$ cat config.mk
export PLATFORM = sky130hd
export DESIGN_NAME = ic_fifo
export DESIGN_NICKNAME = d
export VERILOG_FILES = /design/src/rtl/icache_pkg.sv /design/src/rtl/ic_fifo.sv
export SDC_FILE = /design/constraint.sdc
export NUM_CORES = 1
export LEC_CHECK = 0
export BUFFER_PORTS_ARGS = -buffer_cell sky130_fd_sc_hd__buf_2
export CAP_MARGIN = 20
export CORE_ASPECT_RATIO = 0.8
export CORE_MARGIN = 2
export CORE_UTILIZATION = 60
export DETAILED_ROUTE_END_ITERATION = 16
export GPL_ROUTABILITY_DRIVEN = 0
export PLACE_DENSITY = 0.91
export SLEW_MARGIN = 20
export SYNTH_ARGS = -nofsm -noshare
export SYNTH_HDL_FRONTEND = slang
export SYNTH_SLANG_ARGS = --single-unit
$ cat constraint.sdc
create_clock -name clk -period 11.2 [get_ports clk]
set_input_delay 0 -clock clk [delete_from_list [all_inputs] [get_ports clk]]
set_output_delay 0 -clock clk [all_outputs]
set_load 0.02 [all_outputs]
$ cat src/rtl/icache_pkg.sv
package icache_pkg;

    // geometry
    localparam int ADDR_W       = 64;
    localparam int WORD_W       = 64;
    localparam int LINE_W       = 128;
    localparam int WAYS         = 2;
    localparam int SETS         = 64;
    localparam int INDEX_LSB    = 4;
    localparam int TAG_LSB      = 10;
    localparam int WORD_SEL_BIT = 3;
    localparam int FIFO_DEPTH   = 8;

    // cacheable window
    localparam logic [ADDR_W-1:0] PMEM_START = 64'h0000_0000_8000_0000;
    localparam logic [ADDR_W-1:0] PMEM_END   = 64'h0000_0000_FFFF_FFFF;

    localparam logic [1:0] RESP_OKAY = 2'd0;
    localparam logic [1:0] RESP_ERR  = 2'd3;

    typedef logic [ADDR_W-1:0]         addr_t;
    typedef logic [WORD_W-1:0]         word_t;
    typedef logic [LINE_W-1:0]         line_t;
    typedef logic [ADDR_W-TAG_LSB-1:0] tag_t;
    typedef logic [$clog2(SETS)-1:0]   index_t;
    typedef logic [$clog2(WAYS)-1:0]   way_t;
    typedef logic [1:0]                resp_t;

    typedef struct packed {
        resp_t resp;
        word_t data;
    } fetch_resp_t;

    // one read data beat from the bus
    typedef struct packed {
        resp_t resp;
        word_t data;
        logic  last;
    } axi_r_t;

    typedef struct packed {
        index_t index;
        way_t   way;
        tag_t   tag;
        line_t  line;
    } line_write_t;

    typedef enum logic [2:0] {
        IDLE,
        WAIT_ARREADY,
        WAIT_BEAT0,
        BEAT0_ERROR,
        WAIT_BEAT1,
        WRITE_LINE,
        SEND_DATA
    } refill_state_t;

endpackage

$ cat src/rtl/ic_fifo.sv
`timescale 1ns/1ps

module ic_fifo #(
    parameter int WIDTH = 64
) (
    input  logic             clk,
    input  logic             rst_n,
    input  logic             push,
    input  logic [WIDTH-1:0] push_data,
    input  logic             pop,
    output logic [WIDTH-1:0] pop_data,
    output logic             full,
    output logic             empty
);

    // pointers carry one extra wrap bit
    logic [WIDTH-1:0] mem [icache_pkg::FIFO_DEPTH];
    logic [$clog2(icache_pkg::FIFO_DEPTH):0] wr_ptr;
    logic [$clog2(icache_pkg::FIFO_DEPTH):0] rd_ptr;
    logic do_push;
    logic do_pop;

    assign do_push = push & ~full;
    assign do_pop  = pop & ~empty;

    assign empty = (wr_ptr == rd_ptr);
    assign full  = (wr_ptr[$clog2(icache_pkg::FIFO_DEPTH)] != rd_ptr[$clog2(icache_pkg::FIFO_DEPTH)])
                 && (wr_ptr[$clog2(icache_pkg::FIFO_DEPTH)-1:0]
                     == rd_ptr[$clog2(icache_pkg::FIFO_DEPTH)-1:0]);

    always_ff @(posedge clk) begin
        if (do_push) begin
            mem[wr_ptr[$clog2(icache_pkg::FIFO_DEPTH)-1:0]] <= push_data;
        end
    end

    always_ff @(posedge clk or negedge rst_n) begin
        if (!rst_n) begin
            wr_ptr <= '0;
            rd_ptr <= '0;
        end else begin
            if (do_push) begin
                wr_ptr <= wr_ptr + 1'b1;
            end
            if (do_pop) begin
                rd_ptr <= rd_ptr + 1'b1;
            end
        end
    end

    // head is always on the output
    assign pop_data = mem[rd_ptr[$clog2(icache_pkg::FIFO_DEPTH)-1:0]];

endmodule

==> metrics.md <==
| Metric | Value |
|---|---|
| Outcome | `finished clean` |
| Combined area of the multi-input logic cells | `4050 µm²` |
| Worst Hold End | `mem[0][61]` |
| Initial antenna violation count | `5` |
| Max-cap violation count | `0` |
| Layout fillers | `1801` |
| Portion of the post-synthesis area used by sequential elements | `0.786` |
| CTS tree | `done` |
| Maximum number of pins on one net before global-route repair | `82` |
| Num Clock Sinks | `520` |
| Post-layout min period | `3.62 ns` |
| Total iterations of the first detailed-routing run | `7` |
| Overall die width | `207 µm` |
| Number of distinct library cell variants in the gate-level netlist after synthesis | `28` |
| Slew at the pin closest to its max-slew limit | `0.991 ns` |
| Dominant cell type by area after synthesis | `edfxtp_1` |
| Tot Pwr | `0.00616 W` |
| Worst-case clock buffer depth | `3` |
| Die Span Y | `167 µm` |
| Buffers on Ports | `133` |
| Fraction of synthesis flops using an asynchronous set or reset pin | `0.0154` |
| Setup slack of the worst register-to-register path | `7.58 ns` |
| Required time reported for the critical path endpoint | `11.39 ns` |
| Setup slack after layout | `7.58 ns` |
| Signed area change from the synthesized netlist to the final layout | `17.0%` |
| Number of design-rule violations left by the first detailed-router iteration | `1057` |
| Number of vias after detailed routing | `9340` |
| Number of buffers created by CTS | `47` |
| Sequential Area | `15600 µm²` |
| Achievable clock frequency | `0.277 GHz` |
| Post-CTS setup buffers | `0` |
| Leftover overflow at the end of global routing | `0` |
| Core Footprint | `32600 µm²` |
| Effective utilization at floorplan | `0.609` |
| Die ar. | `34500 µm²` |
| Io pins | `134` |
| Number of flops mapped to enable cells by yosys | `512` |
| Worst skew pair latency | `0.57 ns` |
| Unrepaired setup endpoints after global routing | `no` |
| Drt wl/cell | `27.4 µm` |
| Clock edge transition at the registers on the reported setup and hold paths | `0.07 ns` |
| VDD IR-drop max | `0.218 mV` |
| Yosys warning total | `0` |
| Overall routing resource usage | `0.243` |
| Critical Path Fanout Max | `53` |
| Top cells by count, synth | `edfxtp_1 (512), mux4_2 (128), mux2_2 (64)` |
| Post-synth net total | `870` |
| Worst Min Path Start | `push_data[61]` |
| Crit path launch | `rd_ptr[1]` |
| Predominant post-synthesis flop cell | `edfxtp_1` |
| Resized cells post-CTS | `0` |
| H-tree depth reported by CTS | `2` |
| Cell with the most instances after synthesis | `edfxtp_1` |
| Arr. time, crit path | `3.81 ns` |
| Worst reg2reg startpoint | `rd_ptr[1]` |
| Critical Path End Type | `flip-flop` |
| Worst hold path cell count | `2` |
| Setup total negative slack | `0 ns` |
| Number of DRC violations after detailed routing | `0` |
| Instance count after placement with tap cells included | `1336` |
| Share of the synthesized area in the top cell type | `0.776` |
| Final Max Tran Viols | `0` |
| Pwr Density | `266 nW/µm²` |
| Final Hold Violating Endpoints | `0` |
| Gate Count Post-Synth | `800` |
| Final worst clock skew | `0.0189 ns` |
| Critical path startpoint category | `flip-flop` |
| Total number of nets in the final design | `1098` |
| Setup-violating endpoint count in the final report | `0` |
| Kind of critical path | `reg -> reg` |
| Site Rows | `59` |
| Critical R2R Capture | `mem[3][25]` |
| Lkg Pwr | `7.58 nW` |
| Fraction of layout instances using a drive strength above 1 | `0.403` |
| Tightest Hold Check Type | `in -> reg` |
| Total of flip-flops plus latches after synthesis | `520` |
| Antenna-violating nets left | `0` |
| Cell area after synthesis | `19800 µm²` |
| Final worst path period share | `0.323` |
| Via count of the first global-routing pass | `9922` |
| Final design instance area without fill | `23200 µm²` |
| Post-placement cell area | `21000 µm²` |
| Cell at the root of the clock tree | `clkbuf_16` |
| Drt total wl | `41000 µm` |
| Average instance area after synthesis | `24.8 µm²` |
| Cell count of the worst reg-to-reg path | `4` |
| Detailed placer's ending HPWL | `22600 µm` |
| Dominant cells by area after synthesis | `edfxtp_1 (78%), mux4_2 (15%), mux2_2 (3.6%), dfrtp_1 (1.0%), buf_6 (0.57%)` |
| Non-filler cells in the finished layout | `1496` |
| Minimum setup slack after placement | `7.29 ns` |
| First-pass GRT wire length | `62100 µm` |
| Tightest slew margin relative to the limit | `0.334` |
| Post-DR vias/cell | `6.24` |
[registers in the layout (all words and copies together) (netlist names)]
| signal | count |
|---|---|
| mem | 512 |
| rd_ptr | 4 |
| wr_ptr | 4 |
[cells by family after synthesis]
| group | share of synthesized area |
|---|---|
| compound gates | 0.00511 |
| xor+xnor | 0.00511 |
| fa+ha+maj | 0.00126 |
| buf+inv | 0.0129 |
| flops | 0.786 |
| mux | 0.183 |
| simple gates | 0.00682 |
[critical path: stages, from the launching register on]
cell and delay [ns]:
dfrtp_4 0.96, xor2_2 0.51, o41ai_2 0.30, nor2_4 0.77, buf_4 0.62
[repair_timing]
action                                 in CTS  in global routing
setup endpoints to repair                   0                  0
hold buffers                               68                  0
endpoints found under the hold margin     528                  0
[metal layers]
| metal | GRT usage | vias to the layer above | share of wire |
|---|---|---|---|
| met5 | 0 | - | 0.00059 |
| met4 | 0.0891 | 4 | 0.031 |
| met3 | 0.0456 | 96 | 0.074 |
| met2 | 0.399 | 455 | 0.51 |
| met1 | 0.333 | 4893 | 0.39 |
| li1 | - | 3892 | - |
[worst max path at each step]
stage / end / slack, ns
finish: mem[3][25] / 7.58
global route: mem[3][24] / 7.41
CTS: mem[1][9] / 7.27
detailed placement: mem[1][60] / 7.29
global placement: mem[7][31] / 7.46
floorplan: mem[4][0] / 3.35
[layout by cell type, fill, tap and decap left out, types with 3 or more instances in the layout]
cell type / count
clkbuf_16: 47
clkbuf_1: 8
buf_12: 3
edfxtp_1: 512
bufinv_16: 3
nor2_4: 4
xnor2_1: 5
dfrtp_1: 5
buf_2: 133
clkinv_1: 11
clkinvlp_4: 3
o41ai_2: 3
mux4_2: 128
dlygate4sd3_1: 68
buf_4: 13
dfrtp_4: 3
mux2_2: 64
xor2_2: 3
nand2_1: 4
clkinv_2: 12
[layout make-up]
class / count / share of cell area
flip-flops and latches: 520 / 0.672
clock buffers: 55 / 0.0520
inverters: 2 / 0.000324
repair buffers: 219 / 0.0658
well taps: 427 / 0.0230
diodes: 2 / 0.000216
multi-input cells: 238 / 0.175
clock inverters: 33 / 0.0119
[through the flow]
step	util	hold slack (ns)
after floorplan	-	-0.296
after global placement	0.643	-0.147
after detailed placement	0.644	-0.139
after CTS	0.710	0.203
after global routing	0.712	0.255
final	0.712	0.246
[report_power, final]
part / switching [W] / internal (W)
clock: 0.000688 / 0.000849
combinational: 0.00109 / 0.000877
sequential: 0.000196 / 0.00246
total: 0.00197 / 0.00419
Power figures use the tool's default switching activity.
