===== src/rtl/icache_pkg.sv =====
package icache_pkg;

    // geometry
    localparam int ADDR_W       = 64;
    localparam int WORD_W       = 64;
    localparam int LINE_W       = 128;
    localparam int WAYS         = 2;
    localparam int SETS         = 64;
    localparam int INDEX_LSB    = 4;
    localparam int TAG_LSB      = 10;
    localparam int WORD_SEL_BIT = 3;
    localparam int FIFO_DEPTH   = 8;

    // cacheable window
    localparam logic [ADDR_W-1:0] PMEM_START = 64'h0000_0000_8000_0000;
    localparam logic [ADDR_W-1:0] PMEM_END   = 64'h0000_0000_FFFF_FFFF;

    localparam logic [1:0] RESP_OKAY = 2'd0;
    localparam logic [1:0] RESP_ERR  = 2'd3;

    typedef logic [ADDR_W-1:0]         addr_t;
    typedef logic [WORD_W-1:0]         word_t;
    typedef logic [LINE_W-1:0]         line_t;
    typedef logic [ADDR_W-TAG_LSB-1:0] tag_t;
    typedef logic [$clog2(SETS)-1:0]   index_t;
    typedef logic [$clog2(WAYS)-1:0]   way_t;
    typedef logic [1:0]                resp_t;

    typedef struct packed {
        resp_t resp;
        word_t data;
    } fetch_resp_t;

    // one read data beat from the bus
    typedef struct packed {
        resp_t resp;
        word_t data;
        logic  last;
    } axi_r_t;

    typedef struct packed {
        index_t index;
        way_t   way;
        tag_t   tag;
        line_t  line;
    } line_write_t;

    typedef enum logic [2:0] {
        IDLE,
        WAIT_ARREADY,
        WAIT_BEAT0,
        BEAT0_ERROR,
        WAIT_BEAT1,
        WRITE_LINE,
        SEND_DATA
    } refill_state_t;

endpackage


===== src/rtl/ic_lookup_stage.sv =====
`timescale 1ns/1ps

module ic_lookup_stage (
    input  logic                                       clk,
    input  logic                                       rst_n,
    input  logic                                       req_empty,
    input  icache_pkg::addr_t                          req_addr,
    output logic                                       req_pop,
    input  icache_pkg::tag_t  [icache_pkg::WAYS-1:0]   rd_tags,
    input  icache_pkg::line_t [icache_pkg::WAYS-1:0]   rd_lines,
    input  logic              [icache_pkg::WAYS-1:0]   rd_valid,
    output logic                                       miss,
    output icache_pkg::addr_t                          miss_addr,
    input  logic                                       send_valid,
    input  icache_pkg::fetch_resp_t                    send_resp,
    output logic                                       send_done,
    input  logic                                       resp_full,
    output logic                                       resp_push,
    output icache_pkg::fetch_resp_t                    resp_data
);

    logic                    stage_valid;
    icache_pkg::addr_t       stage_addr;
    logic                    miss_sent;
    logic [icache_pkg::WAYS-1:0] hit_vec;
    logic                    hit;
    logic                    hit_push;
    icache_pkg::line_t       hit_line;
    icache_pkg::word_t       hit_word;

    // tag compare
    always_comb begin
        hit_line = '0;
        for (int w = 0; w < icache_pkg::WAYS; w++) begin
            hit_vec[w] = rd_valid[w]
                       && (rd_tags[w] == stage_addr[icache_pkg::ADDR_W-1:icache_pkg::TAG_LSB]);
            if (hit_vec[w]) begin
                hit_line = hit_line | rd_lines[w];
            end
        end
    end

    assign hit      = |hit_vec;
    assign hit_word = stage_addr[icache_pkg::WORD_SEL_BIT]
                    ? hit_line[icache_pkg::LINE_W-1:icache_pkg::WORD_W]
                    : hit_line[icache_pkg::WORD_W-1:0];

    // one pulse per miss, then wait for the refill reply
    assign miss      = stage_valid & ~hit & ~miss_sent;
    assign miss_addr = stage_addr;

    assign hit_push  = stage_valid & hit & ~miss_sent & ~resp_full;
    assign send_done = miss_sent & send_valid & ~resp_full;
    assign resp_push = hit_push | send_done;
    assign req_pop   = ~req_empty & (~stage_valid | resp_push);

    always_comb begin
        if (send_valid) begin
            resp_data = send_resp;
        end else begin
            resp_data.resp = icache_pkg::RESP_OKAY;
            resp_data.data = hit_word;
        end
    end

    always_ff @(posedge clk or negedge rst_n) begin
        if (!rst_n) begin
            stage_valid <= 1'b0;
            miss_sent   <= 1'b0;
        end else begin
            if (req_pop) begin
                stage_valid <= 1'b1;
            end else if (resp_push) begin
                stage_valid <= 1'b0;
            end
            if (miss) begin
                miss_sent <= 1'b1;
            end else if (send_done) begin
                miss_sent <= 1'b0;
            end
        end
    end

    always_ff @(posedge clk) begin
        if (req_pop) begin
            stage_addr <= req_addr;
        end
    end

endmodule


===== config.mk =====
export PLATFORM = sky130hd
export DESIGN_NAME = ic_lookup_stage
export DESIGN_NICKNAME = d
export VERILOG_FILES = /design/src/rtl/icache_pkg.sv /design/src/rtl/ic_lookup_stage.sv
export SDC_FILE = /design/constraint.sdc
export NUM_CORES = 1
export LEC_CHECK = 0
export BUFFER_PORTS_ARGS = -buffer_cell sky130_fd_sc_hd__buf_2
export CAP_MARGIN = 20
export CORE_AREA = 3 3 246 248
export CTS_BUF_LIST = sky130_fd_sc_hd__clkbuf_8 sky130_fd_sc_hd__clkbuf_16
export CTS_CLUSTER_DIAMETER = 80
export CTS_CLUSTER_SIZE = 8
export DETAILED_ROUTE_END_ITERATION = 12
export DIE_AREA = 0 0 249 251
export GPL_TIMING_DRIVEN = 1
export SYNTH_ARGS = -nofsm -noshare
export SYNTH_HDL_FRONTEND = slang
export SYNTH_SLANG_ARGS = --single-unit

===== constraint.sdc =====
create_clock -name clk -period 3.3 [get_ports clk]
set_clock_uncertainty 0.05 [all_clocks]
set_input_delay 0.33 -clock clk [delete_from_list [all_inputs] [get_ports clk]]
set_output_delay 0.33 -clock clk [all_outputs]
set_load 0.01 [all_outputs]

==> impl_metrics.ini <==
[worst_setup_path]
r2r_end = miss_addr[62]$_DFFE_PP_
crit_path_start_kind = register
cp-end-kind = output port
ff2ff_setup_slack_ns = -0.02
worstReg2RegStart = miss_addr[20]$_DFFE_PP_
cp.required_ns = 2.92
critPathArrivalTime_ns = 3.24
worstRegToRegCells = 8
crit_type = register to output port
startpoint = miss_addr[21]$_DFFE_PP_
critPathMaxFanout = 8

[global_routing]
grt_pass1_vias = 10470
antenna_found_initial = 38
grt_max_degree = 118
grt_pass1_wl_mm = 68.1
track_usage = 0.146
grt-ovfl-total = 0

[yosys]
ys_seq_area_frac = 0.258
synth_adder_area_share = 0
synth_compound_area_frac = 0.188
synth_common_cells = 131 x nand2_1, 128 x mux2_2, 65 x a31oi_1
synth_xor_area_frac = 0.0938
muxShareOfSynthArea = 0.188
synthArstFlopShare = 0.0303
yosys-top-cells-area = edfxtp_1 25%, mux2_2 19%, xor2_1 7.0%, nand2_1 6.4%, o31ai_1 6.3%
synth_area_um2 = 7660
synth_cell_types = 39
yosysTopAreaCell = edfxtp_1
synth_top_area_frac = 0.251
synth_top_family_by_area = simple AND/OR/NAND/NOR gates
netlist_instances = 912
yosysWarnings = 0
synth_flop_cell = edfxtp_1
syn_avg_cell_area_um2 = 8.40
syn-num-nets = 1413
synth_edf_count = 64
synth-simple-area-share = 0.230
post-synth-top-count-cell = nand2_1
ys_ff_latch = 66

[placed_design]
dp_slack_ns = -0.162
placed_area_um2 = 12200
gp_congestion = 0.930
io_buffers = 634
dp_hpwl_mm = 40.7

[flow_run]
drv_cap = 0

[outcome]
violations = setup timing
outcome = finished, violations left

[die]
rows = 89
pin_count = 635
start_util = 0.130
die_w_um = 249
core_um2 = 58700
die-area_um2 = 62500
fp.dieH_um = 251

[sta]
setup_slack_ns = -0.318
fin_hold_ws_ns = 0.104
drv_slew = 0
period_needed_ns = 3.62
worstMarginPinSlew_ns = 0.714
rsz0062_at_grt = true
fmax_mhz = 276
setup_viol = 81
hold_viol = 0
fin_crit_sh = 1.10
maxSlewHeadroom = 0.524

[route]
initialDrtViolationCount = 703
wl_per_cell_um = 20.9
drcViolationCount = 0
viasPerCell = 4.37
ant_nets = 0
first_pass_iters = 5
drt_wl_total_mm = 49.9
vias = 10441

[final_layout]
fin_nets = 2091
fillerInstances = 6475
drive_gt1_frac = 0.603
area_growth_pct = 77.8
final_cell_area_um2 = 13600

[cts]
cts_buffer_depth = 2
clk_pin_slew_ns = 0.06
clk_latency_ns = 0.35
htree_num_levels = 3
numCtsBuffers = 9
cts_root_buffer = clkbuf_16
clock-sinks = 66
cts_tree = yes

[min_path]
hold_path_class = primary input to register
hold_depth = 1
min_delay_worst_endpoint = miss_addr[59]$_DFFE_PP_
min-delay-start = req_addr[59]

[power_and_ir_drop]
leakage_nw = 5.86
power.density_nw_per_um2 = 268
total_power_w = 0.00365
vdd_ir_drop_max_uv = 403
-- cells by family after synthesis --
kind of cell           Yosys count
buffers and inverters           85
XOR/XNOR                        82
flip-flops                      66
AO/OA/AOI/OAI                  219
AND/OR/NAND/NOR                332
multiplexers                   128
-- cells in the final DEF, fill, tap and decap left out, drive strengths merged, types with 2 or more instances in the layout --
cell,synthesis,layout
o31ai,64,64
o22ai,7,7
clkbuf,57,13
clkinv,0,3
a31oi,65,65
a2111o,5,5
nand2,131,131
o21ai,66,66
xnor2,21,21
nand2b,9,9
edfxtp,64,64
nand4,11,11
a21oi,2,2
buf,5,723
a31o,2,2
nor4,23,23
mux2,128,128
nor2,4,4
and2,2,2
o2111ai,3,3
or4,5,5
xor2,61,61
nor3b,63,63
diode,0,20
nor2b,16,16
inv,23,25
nor3,64,64
dfrtp,2,2
-- timing repair --
| item | in CTS | in global routing |
|---|---|---|
| buffers inserted | 11 | 10 |
| hold buffers | 1 | 0 |
| cloned | 7 | 4 |
| endpoints found under the hold margin | 2 | 0 |
| gates resized for setup | 46 | 119 |
| setup endpoints to repair | 106 | 124 |
| pin swaps | 13 | 60 |
-- how the worst max path moves through the flow --
stage | endpoint | slack, ns | depth (start not counted)
CTS | resp_data[46] | -0.43 | 10
detailed placement | resp_data[5] | -0.16 | 9
floorplan | miss_addr[0]$_DFFE_PP_ | 0.06 | 6
finish | resp_data[19] | -0.32 | 11
global placement | resp_data[5] | -0.18 | 9
global route | resp_data[14] | -0.45 | 11
-- state kept, by name, summed over array words and instances, names as in the netlist --
| register | cells |
|---|---|
| miss_addr | 64 |
| stage_valid | 1 |
| miss_sent | 1 |
-- power breakdown --
part | switching (W) | internal [W] | total [W]
sequential | 0.0000814 | 0.00102 | 0.00110
clock | 0.000374 | 0.000576 | 0.000951
combinational | 0.000812 | 0.000781 | 0.00159
-- through the flow --
step	setup TNS, ns	instances	util
after floorplan	0	912	-
after global placement	-2.23	2319	0.208
after detailed placement	-0.654	2319	0.208
after CTS	-21.84	2354	0.220
after global routing	-28.86	2376	0.231
final	-16.26	2388	0.232
-- worst max-delay path, stage by stage, from the launching register on --
cell	delay [ns]
edfxtp_1	0.43
xor2_2	0.20
or4_1	0.53
or4_4	0.53
o41ai_4	0.22
buf_6	0.18
buf_12	0.11
clkbuf_16	0.16
buf_12	0.14
o21ai_1	0.08
a31oi_2	0.15
buf_2	0.15
-- area by class of cell --
class                   count  area [µm²]  share of cell area
repair buffers            729        4470               0.329
clock buffers               9         225              0.0165
diodes                     20        50.0             0.00368
inverters                  23        86.3             0.00634
clock inverters             7        62.6             0.00460
flip-flops and latches     66        1970               0.145
multi-input cells         761        5780               0.424
well taps                 773         967              0.0710
-- per-layer routing --
layer	vias to the layer above	share of wire	GRT usage
met1	4907	0.36	0.153
li1	4853	-	-
met4	18	0.036	0.0517
met2	563	0.52	0.274
met3	100	0.081	0.0440
met5	-	0.0023	0
Note: power is estimated with default switching activity, not from simulation.
