## src/rtl/icache_pkg.sv

```systemverilog
package icache_pkg;

    // geometry
    localparam int ADDR_W       = 64;
    localparam int WORD_W       = 64;
    localparam int LINE_W       = 128;
    localparam int WAYS         = 2;
    localparam int SETS         = 64;
    localparam int INDEX_LSB    = 4;
    localparam int TAG_LSB      = 10;
    localparam int WORD_SEL_BIT = 3;
    localparam int FIFO_DEPTH   = 8;

    // cacheable window
    localparam logic [ADDR_W-1:0] PMEM_START = 64'h0000_0000_8000_0000;
    localparam logic [ADDR_W-1:0] PMEM_END   = 64'h0000_0000_FFFF_FFFF;

    localparam logic [1:0] RESP_OKAY = 2'd0;
    localparam logic [1:0] RESP_ERR  = 2'd3;

    typedef logic [ADDR_W-1:0]         addr_t;
    typedef logic [WORD_W-1:0]         word_t;
    typedef logic [LINE_W-1:0]         line_t;
    typedef logic [ADDR_W-TAG_LSB-1:0] tag_t;
    typedef logic [$clog2(SETS)-1:0]   index_t;
    typedef logic [$clog2(WAYS)-1:0]   way_t;
    typedef logic [1:0]                resp_t;

    typedef struct packed {
        resp_t resp;
        word_t data;
    } fetch_resp_t;

    // one read data beat from the bus
    typedef struct packed {
        resp_t resp;
        word_t data;
        logic  last;
    } axi_r_t;

    typedef struct packed {
        index_t index;
        way_t   way;
        tag_t   tag;
        line_t  line;
    } line_write_t;

    typedef enum logic [2:0] {
        IDLE,
        WAIT_ARREADY,
        WAIT_BEAT0,
        BEAT0_ERROR,
        WAIT_BEAT1,
        WRITE_LINE,
        SEND_DATA
    } refill_state_t;

endpackage

```

## src/rtl/ic_refill.sv

```systemverilog
`timescale 1ns/1ps

module ic_refill (
    input  logic                    clk,
    input  logic                    rst_n,
    input  logic                    miss,
    input  icache_pkg::addr_t       miss_addr,
    input  icache_pkg::way_t        victim_way,
    output logic                    arvalid,
    input  logic                    arready,
    output icache_pkg::addr_t       araddr,
    input  logic                    rvalid,
    input  icache_pkg::axi_r_t      rbeat,
    output logic                    line_wen,
    output icache_pkg::line_write_t line_wr,
    output logic                    send_valid,
    output icache_pkg::fetch_resp_t send_resp,
    input  logic                    send_done
);

    icache_pkg::refill_state_t state;
    icache_pkg::resp_t         resp_q;
    icache_pkg::addr_t         addr_q;
    icache_pkg::line_t         line_q;
    logic                      beat_bad;
    logic                      in_pmem;

    assign beat_bad = |rbeat.resp;
    assign in_pmem  = (addr_q >= icache_pkg::PMEM_START) && (addr_q <= icache_pkg::PMEM_END);

    // ******************************************************************
    // miss FSM
    always_ff @(posedge clk or negedge rst_n) begin
        if (!rst_n) begin
            state  <= icache_pkg::IDLE;
            resp_q <= icache_pkg::RESP_OKAY;
        end else begin
            case (state)
                icache_pkg::IDLE: begin
                    if (miss) begin
                        state  <= icache_pkg::WAIT_ARREADY;
                        resp_q <= icache_pkg::RESP_OKAY;
                    end
                end
                icache_pkg::WAIT_ARREADY: begin
                    if (arready) begin
                        state <= icache_pkg::WAIT_BEAT0;
                    end
                end
                icache_pkg::WAIT_BEAT0: begin
                    if (rvalid) begin
                        if (rbeat.last) begin
                            // burst too short
                            state  <= icache_pkg::SEND_DATA;
                            resp_q <= icache_pkg::RESP_ERR;
                        end else if (beat_bad) begin
                            state  <= icache_pkg::BEAT0_ERROR;
                            resp_q <= icache_pkg::RESP_ERR;
                        end else begin
                            state <= icache_pkg::WAIT_BEAT1;
                        end
                    end
                end
                icache_pkg::BEAT0_ERROR: begin
                    if (rvalid && rbeat.last) begin
                        state <= icache_pkg::SEND_DATA;
                    end
                end
                icache_pkg::WAIT_BEAT1: begin
                    if (rvalid) begin
                        if (beat_bad || !rbeat.last) begin
                            state  <= rbeat.last ? icache_pkg::SEND_DATA
                                                 : icache_pkg::BEAT0_ERROR;
                            resp_q <= icache_pkg::RESP_ERR;
                        end else if (!in_pmem) begin
                            state <= icache_pkg::SEND_DATA;
                        end else begin
                            state <= icache_pkg::WRITE_LINE;
                        end
                    end
                end
                icache_pkg::WRITE_LINE: begin
                    state <= icache_pkg::SEND_DATA;
                end
                icache_pkg::SEND_DATA: begin
                    if (send_done) begin
                        state <= icache_pkg::IDLE;
                    end
                end
                default: begin
                    state <= icache_pkg::IDLE;
                end
            endcase
        end
    end

    // line assembly, beat 0 low half
    always_ff @(posedge clk) begin
        if (state == icache_pkg::IDLE && miss) begin
            addr_q <= miss_addr;
        end
        if (state == icache_pkg::WAIT_BEAT0 && rvalid) begin
            line_q[icache_pkg::WORD_W-1:0] <= rbeat.data;
        end
        if (state == icache_pkg::WAIT_BEAT1 && rvalid) begin
            line_q[icache_pkg::LINE_W-1:icache_pkg::WORD_W] <= rbeat.data;
        end
    end

    // ******************************************************************
    // outputs
    assign arvalid = (state == icache_pkg::WAIT_ARREADY);
    assign araddr  = {addr_q[icache_pkg::ADDR_W-1:icache_pkg::INDEX_LSB],
                      {icache_pkg::INDEX_LSB{1'b0}}};

    assign line_wen      = (state == icache_pkg::WRITE_LINE);
    assign line_wr.index = addr_q[icache_pkg::INDEX_LSB +: $bits(icache_pkg::index_t)];
    assign line_wr.way   = victim_way;
    assign line_wr.tag   = addr_q[icache_pkg::ADDR_W-1:icache_pkg::TAG_LSB];
    assign line_wr.line  = line_q;

    assign send_valid     = (state == icache_pkg::SEND_DATA);
    assign send_resp.resp = resp_q;
    assign send_resp.data = addr_q[icache_pkg::WORD_SEL_BIT]
                          ? line_q[icache_pkg::LINE_W-1:icache_pkg::WORD_W]
                          : line_q[icache_pkg::WORD_W-1:0];

endmodule

```

## config.mk

```make
export PLATFORM = sky130hd
export DESIGN_NAME = ic_refill
export DESIGN_NICKNAME = d
export VERILOG_FILES = /design/src/rtl/icache_pkg.sv /design/src/rtl/ic_refill.sv
export SDC_FILE = /design/constraint.sdc
export NUM_CORES = 1
export LEC_CHECK = 0
export ABC_CLOCK_PERIOD_IN_PS = 9950
export BUFFER_PORTS_ARGS = -buffer_cell sky130_fd_sc_hd__buf_2
export CAP_MARGIN = 20
export CELL_PAD_IN_SITES_DETAIL_PLACEMENT = 1
export CELL_PAD_IN_SITES_GLOBAL_PLACEMENT = 1
export CORE_AREA = 5 5 174 176
export CTS_BUF_LIST = sky130_fd_sc_hd__clkbuf_16
export CTS_CLUSTER_SIZE = 16
export DETAILED_ROUTE_END_ITERATION = 10
export DIE_AREA = 0 0 179 181
export PLACE_DENSITY = 0.66
export SETUP_SLACK_MARGIN = 0.3
export SLEW_MARGIN = 20
export SYNTH_ARGS = -nofsm -noshare
export SYNTH_HDL_FRONTEND = slang
export SYNTH_SLANG_ARGS = --single-unit
```

## constraint.sdc

```tcl
create_clock -name clk -period 9.95 [get_ports clk]
set_input_delay 0.4975 -clock clk [delete_from_list [all_inputs] [get_ports clk]]
set_output_delay 0.4975 -clock clk [all_outputs]
set_load 0.02 [all_outputs]
```

==> impl_results.md, run 1 <==
* DP Area at 0.009714 sq mm
* Mapped Area at 0.007914 sq mm
* Most instantiated cells after synthesis: edfxtp_1, buf_4, mux2_2
* I/O pin cnt at 460
* DP HPWL at 18.94 mm
* DR iter-0 viols at 235
* Vias in the first global route at 5386
* DR DRC count at 0
* Final period util at 0.2505
* Crit end category: flop
* Setup violations, final at 0
* Post-synth EDFFs at 189
* Cells after synthesis at 453
* Post-CTS setup repair buffer count at 0
* Final min period at 2.493 ns
* Min-Delay Endpoint: addr_q[7]$_DFFE_PP_
* Combinational Power Share at 0.291
* Final hold vios at 0
* Ys async rst share at 0.02073
* Worst R2R Path Depth at 3
* Total GRT Usage at 0.1432
* P_sw at 919.9 uW
* R2R Setup Slk at 7.46 ns
* Element type at the critical path start: flop
* Worst slew margin at 0.3798
* Port buffer count at 450
* CTS sink cnt at 193
* Bufs on Longest Clock Path at 2
* Max-cap viol count at 0
* Yosys top cell area share at 0.7172
* Internal power at 1.624 mW
* Switching portion of total power at 0.3617
* Initial antenna violation count at 2
* Pwr dens at 247.4 mW/mm^2
* TNS Setup at 0 ns
* H-tree levels at 4
* Synthesized area per cell at 17.47 sq um
* Gpl congestion at 0.8073
* Via/cell ratio at 4.150
* Setup CP Type: flop to flop
* Root Buffer: clkbuf_16
* Clock Skews at 0.01810 ns
* Total grt overflow at 0
* FF-to-FF End: line_q[89]$_DFFE_PP_
* Layout Utilization at 0.3611
* Maximum vdd ir drop at 73.40 uV
* Die extent in x at 179 um
* Dominant cell type by area after synthesis: edfxtp_1
* Nets@finish at 934
* Sequential area share after synthesis at 0.7298
* ANT nets after route at 0
* Final wirelength at 24.17 mm
* Main synth FF type: edfxtp_1
* Chip height at 181 um
* Clock power share at 0.256
* Initial Util at 0.2780
* #FFs+latches synth at 193
* P&R area growth vs syn at 29.90%
* HP Class: input pin to flop
* Wire length per cell at 20.26 um
* Post-route cell area at 0.01028 sq mm
* Status: finished, final reports clean
* Synth top area cells: edfxtp_1, buf_4, mux2_2
* Clock transition at path regs at 0.08 ns
* Worst-Margin Slew at 0.9303 ns
* Drt pass-1 iters at 4
* Largest net degree at the start of global routing at 63
* Max Fclk at 401.2 MHz
* Total die area at 0.03240 sq mm
* Share of layout cells above drive strength 1 at 0.6980
* Synth warnings at 0
* Seq pwr share at 0.453
* Hold Startpoint: miss_addr[7]
* RSZ-0062 raised after global routing: false
* Post-synth cell types at 33
* CTS tree: built
* Clock latency on the worst-skew pair at 0.43 ns
* Num rows at 62
* Core area at 0.02847 sq mm
* Max Slew Vio Count at 0
* Resize count post-CTS at 0
* Most frequent cell after synthesis: edfxtp_1
* First-pass GRT wire length at 34.78 mm
* Max FO, Critical Path at 61
* CTS buffer count at 17
* Vias at 4951
* Data required, critical path at 10.00 ns
* Hold Crit Depth at 1
* P_leak at 4.238 nW
* Critical Path AT at 2.54 ns
* Reg-to-Reg Start: state[2]$_DFFE_PN0P_
power by group through the flow:
| stage | combinational [mW] | sequential (mW) | clock (mW) |
|---|---|---|---|
| after floorplan | 0.476 | 1.24 | 0 |
| after global routing | 0.783 | 1.17 | 0.716 |
| after detailed placement | 0.755 | 1.17 | 0 |
| final | 0.740 | 1.15 | 0.652 |
| after global placement | 0.745 | 1.17 | 0 |
| after CTS | 0.757 | 1.15 | 0.682 |
layout make-up:
type | instances | area [sq um]
tap | 384 | 480.5
antenna | 1 | 2.502
clock inverter | 14 | 127.6
timing repair buffer | 457 | 2307
fill | 3114 | 18190
sequential | 193 | 5776
clock buffer | 17 | 425.4
inverter | 4 | 15.01
multi-input combinational | 123 | 1146
through the flow:
stage          cells  worst slack, ns  power, mW  hold WS (ns)
3_5_place_dp    1160            7.409      1.925        0.3144
6_report        1193            7.457      2.543        0.2401
4_1_cts         1192            7.399      2.593        0.2088
3_3_place_gp    1160            7.462      1.911        0.3142
5_1_grt         1192            7.264      2.670        0.2043
2_1_floorplan    456            2.507      1.716        0.2019
placed cells by master (no fill, tap or decap), types with 5 or more instances in the layout:
master,n
nor4_2,5
buf_4,6
mux2_2,64
nor3_1,6
clkbuf_16,17
buf_2,450
clkinv_4,5
edfxtp_1,189
nor2_1,9
critical path, cell delays in order, from the launching register on:
cell and delay, ns:
dfrtp_1 0.63, inv_2 0.17, nor4_4 0.46, buf_4 0.74
registers in the layout (all words and copies together) (netlist names):
| name | count |
|---|---|
| line_q | 128 |
| addr_q | 61 |
| state | 3 |
| resp_q | 1 |
layer usage:
metal	vias to the layer above	GRT usage	part of all wire
met5	-	0	0.00054
met4	2	0.03684	0.011
met3	16	0.03721	0.073
met2	202	0.2518	0.52
met1	2479	0.1738	0.39
li1	2252	-	-
worst max-delay path by stage:
stage                                     from                     to  cells past startpoint
final                     state[2]$_DFFE_PN0P_   line_q[89]$_DFFE_PP_                      3
after floorplan           state[0]$_DFFE_PN0P_    line_q[0]$_DFFE_PP_                      2
after detailed placement  state[2]$_DFFE_PN0P_   line_q[90]$_DFFE_PP_                      3
after global placement    state[2]$_DFFE_PN0P_  line_q[113]$_DFFE_PP_                      3
after CTS                 state[2]$_DFFE_PN0P_  line_q[107]$_DFFE_PP_                      3
after global routing      state[2]$_DFFE_PN0P_   line_q[84]$_DFFE_PP_                      3
cells by family (layout without fill, tap and decap cells):
family	count (synthesis)	count (layout)	share of synthesized area
AO/OA/AOI/OAI	12	12	0.01360
multiplexers	64	64	0.09107
XOR/XNOR	1	1	0.002056
buffers and inverters	140	492	0.1289
other	1	5	0.0004739
flip-flops	193	193	0.7298
AND/OR/NAND/NOR	42	42	0.03415
repair_timing:
action	CTS	global route
setup endpoints to repair	0	0
hold endpoints to repair	4	0
hold buffers	1	0
Note: power is estimated with default switching activity, not from simulation.
==> run 2, diff against run 1 <==
--- a/config.mk
+++ b/config.mk
@@ -5,7 +5,7 @@
 export SDC_FILE = /design/constraint.sdc
 export NUM_CORES = 1
 export LEC_CHECK = 0
-export ABC_CLOCK_PERIOD_IN_PS = 9950
+export ABC_CLOCK_PERIOD_IN_PS = 2600
 export BUFFER_PORTS_ARGS = -buffer_cell sky130_fd_sc_hd__buf_2
 export CAP_MARGIN = 20
 export CELL_PAD_IN_SITES_DETAIL_PLACEMENT = 1
==> constraint.sdc (replaced) <==
create_clock -name clk -period 2.6 [get_ports clk]
set_input_delay 0.13 -clock clk [delete_from_list [all_inputs] [get_ports clk]]
set_output_delay 0.13 -clock clk [all_outputs]
set_load 0.02 [all_outputs]
==> impl_results.md, run 2 (same netlist as run 1, synthesis figures left out) <==
* DR DRC count at 0
* Clock transition at path regs at 0.07 ns
* Nets@finish at 1058
* Max Slew Vio Count at 0
* Reg-to-Reg Start: state[1]$_DFFE_PN0P_
* Leading cell type in the layout, fill and taps excluded: buf_2
* H-tree levels at 4
* Worst-Margin Slew at 0.5907 ns
* Layout Utilization at 0.4066
* Reg with most FFs: line_q
* Vias in the first global route at 6080
* Resize count post-CTS at 0
* Wire length per cell at 18.94 um
* Worst slew margin at 0.6062
* Maximum vdd ir drop at 340.1 uV
* Largest net degree at the start of global routing at 66
* Post-route insts no fill at 1317
* Dpl ws at 0.5770 ns
* R2R Setup Slk at 0.57 ns
* Num rows at 62
* Total GRT Usage at 0.1491
* Gpl congestion at 0.8006
* DR iter-0 viols at 257
* Crit end category: flop
* Clock latency on the worst-skew pair at 0.42 ns
* HP Class: input pin to async pin
* Pwr dens at 855.2 mW/mm^2
* Initial Util at 0.2780
* DP HPWL at 18.15 mm
* Port buffer count at 450
* Final wirelength at 24.95 mm
* P&R area growth vs syn at 46.28%
* Status: finished, final reports clean
* RSZ-0062 raised after global routing: false
* FF-to-FF End: line_q[49]$_DFFE_PP_
* Worst R2R Path Depth at 3
* P_leak at 4.766 nW
* Max-cap viol count at 0
* Antenna Cells at 0
* Via/cell ratio at 4.131
* Total grt overflow at 0
* Bufs on Longest Clock Path at 2
* Highest-count cells in the layout ignoring fill and taps: buf_2, edfxtp_1, dlygate4sd3_1, mux2_2, clkbuf_16
* Share of layout cells above drive strength 1 at 0.6056
* Core area at 0.02847 sq mm
* CTS tree: built
* Drt pass-1 iters at 4
* Chip height at 181 um
* ANT nets after route at 0
* CTS buffer count at 17
* Total die area at 0.03240 sq mm
* CTS sink cnt at 193
* Max FO, Critical Path at 64
* Clock Skews at 0.006962 ns
* Final setup margin at 0.5739 ns
* Max Fclk at 493.6 MHz
* Initial antenna violation count at 3
* Final min period at 2.026 ns
* Placed Instances at 1159
* Setup violations, final at 0
* Element type at the critical path start: flop
* I/O pin cnt at 460
* Die extent in x at 179 um
* Final period util at 0.7793
* Data required, critical path at 2.68 ns
* Max FFs per register at 128
* Root Buffer: clkbuf_16
* First-pass GRT wire length at 36.92 mm
* Critical Path AT at 2.10 ns
* Biggest regs: line_q: 128 flops, addr_q: 61 flops, state: 3 flops
* Vias at 5440
* Setup CP Type: flop to flop
* Final hold vios at 0
run 2: cell types whose count changed in the layout (fill, tap and decap cells not counted), sizes merged:
cell,delta
buf,-1
dlygate4sd3,+125
clkinv,+1
inv,-1
diode,-1
clkinvlp,+1
run 2: how the worst max path moves through the flow:
| stage | startpoint | end | cells after the start |
|---|---|---|---|
| floorplan | state[2]$_DFFE_PN0P_ | line_q[100]$_DFFE_PP_ | 3 |
| global placement | state[1]$_DFFE_PN0P_ | line_q[52]$_DFFE_PP_ | 3 |
| detailed placement | state[1]$_DFFE_PN0P_ | line_q[49]$_DFFE_PP_ | 3 |
| CTS | state[1]$_DFFE_PN0P_ | line_q[49]$_DFFE_PP_ | 3 |
| global route | state[1]$_DFFE_PN0P_ | line_q[49]$_DFFE_PP_ | 3 |
| finish | state[1]$_DFFE_PN0P_ | line_q[49]$_DFFE_PP_ | 3 |
run 2: area by class of cell:
class	count	area, sq um
clock buffers	17	425.4
repair buffers	581	3588
well taps	384	480.5
clock inverters	15	131.4
flip-flops and latches	193	5776
inverters	4	20.02
fillers	3068	16890
multi-input cells	123	1155
run 2: critical path, stage by stage, from the launching register on:
cell,delay (ns)
dfrtp_1,0.63
inv_1,0.27
nor4_4,0.35
buf_12,0.33
run 2: where the power goes:
part           switching [mW]  internal, mW  leakage (nW)
registers               0.372          4.05          1.78
clock network            1.22          1.26         0.272
logic                    1.94          1.06          2.72
total                    3.54          6.36          4.77
run 2: repair_timing:
item                                   in CTS  in global routing
setup buffers                               0                  0
hold buffers                              126                  0
endpoints found under the hold margin     193                  0
run 2: per-layer routing:
layer,global-route usage,vias up,wire [um]
li1,-,2504,-
met1,0.1716,2677,9692
met2,0.2691,223,13230
met3,0.03888,30,1580
met4,0.04513,6,428
met5,0,-,22
run 2: metrics by stage:
step                setup TNS [ns]  hold slack, ns  instance area [sq um]  total power [mW]
CTS                              0         0.02189                  11580             10.03
global placement                 0        -0.04938                   9758             7.317
global route                     0         0.03393                  11580             10.38
finish                           0         0.05564                  11580             9.900
floorplan                   -77.35         -0.1656                   7959             6.562
detailed placement               0        -0.04554                   9758             7.356
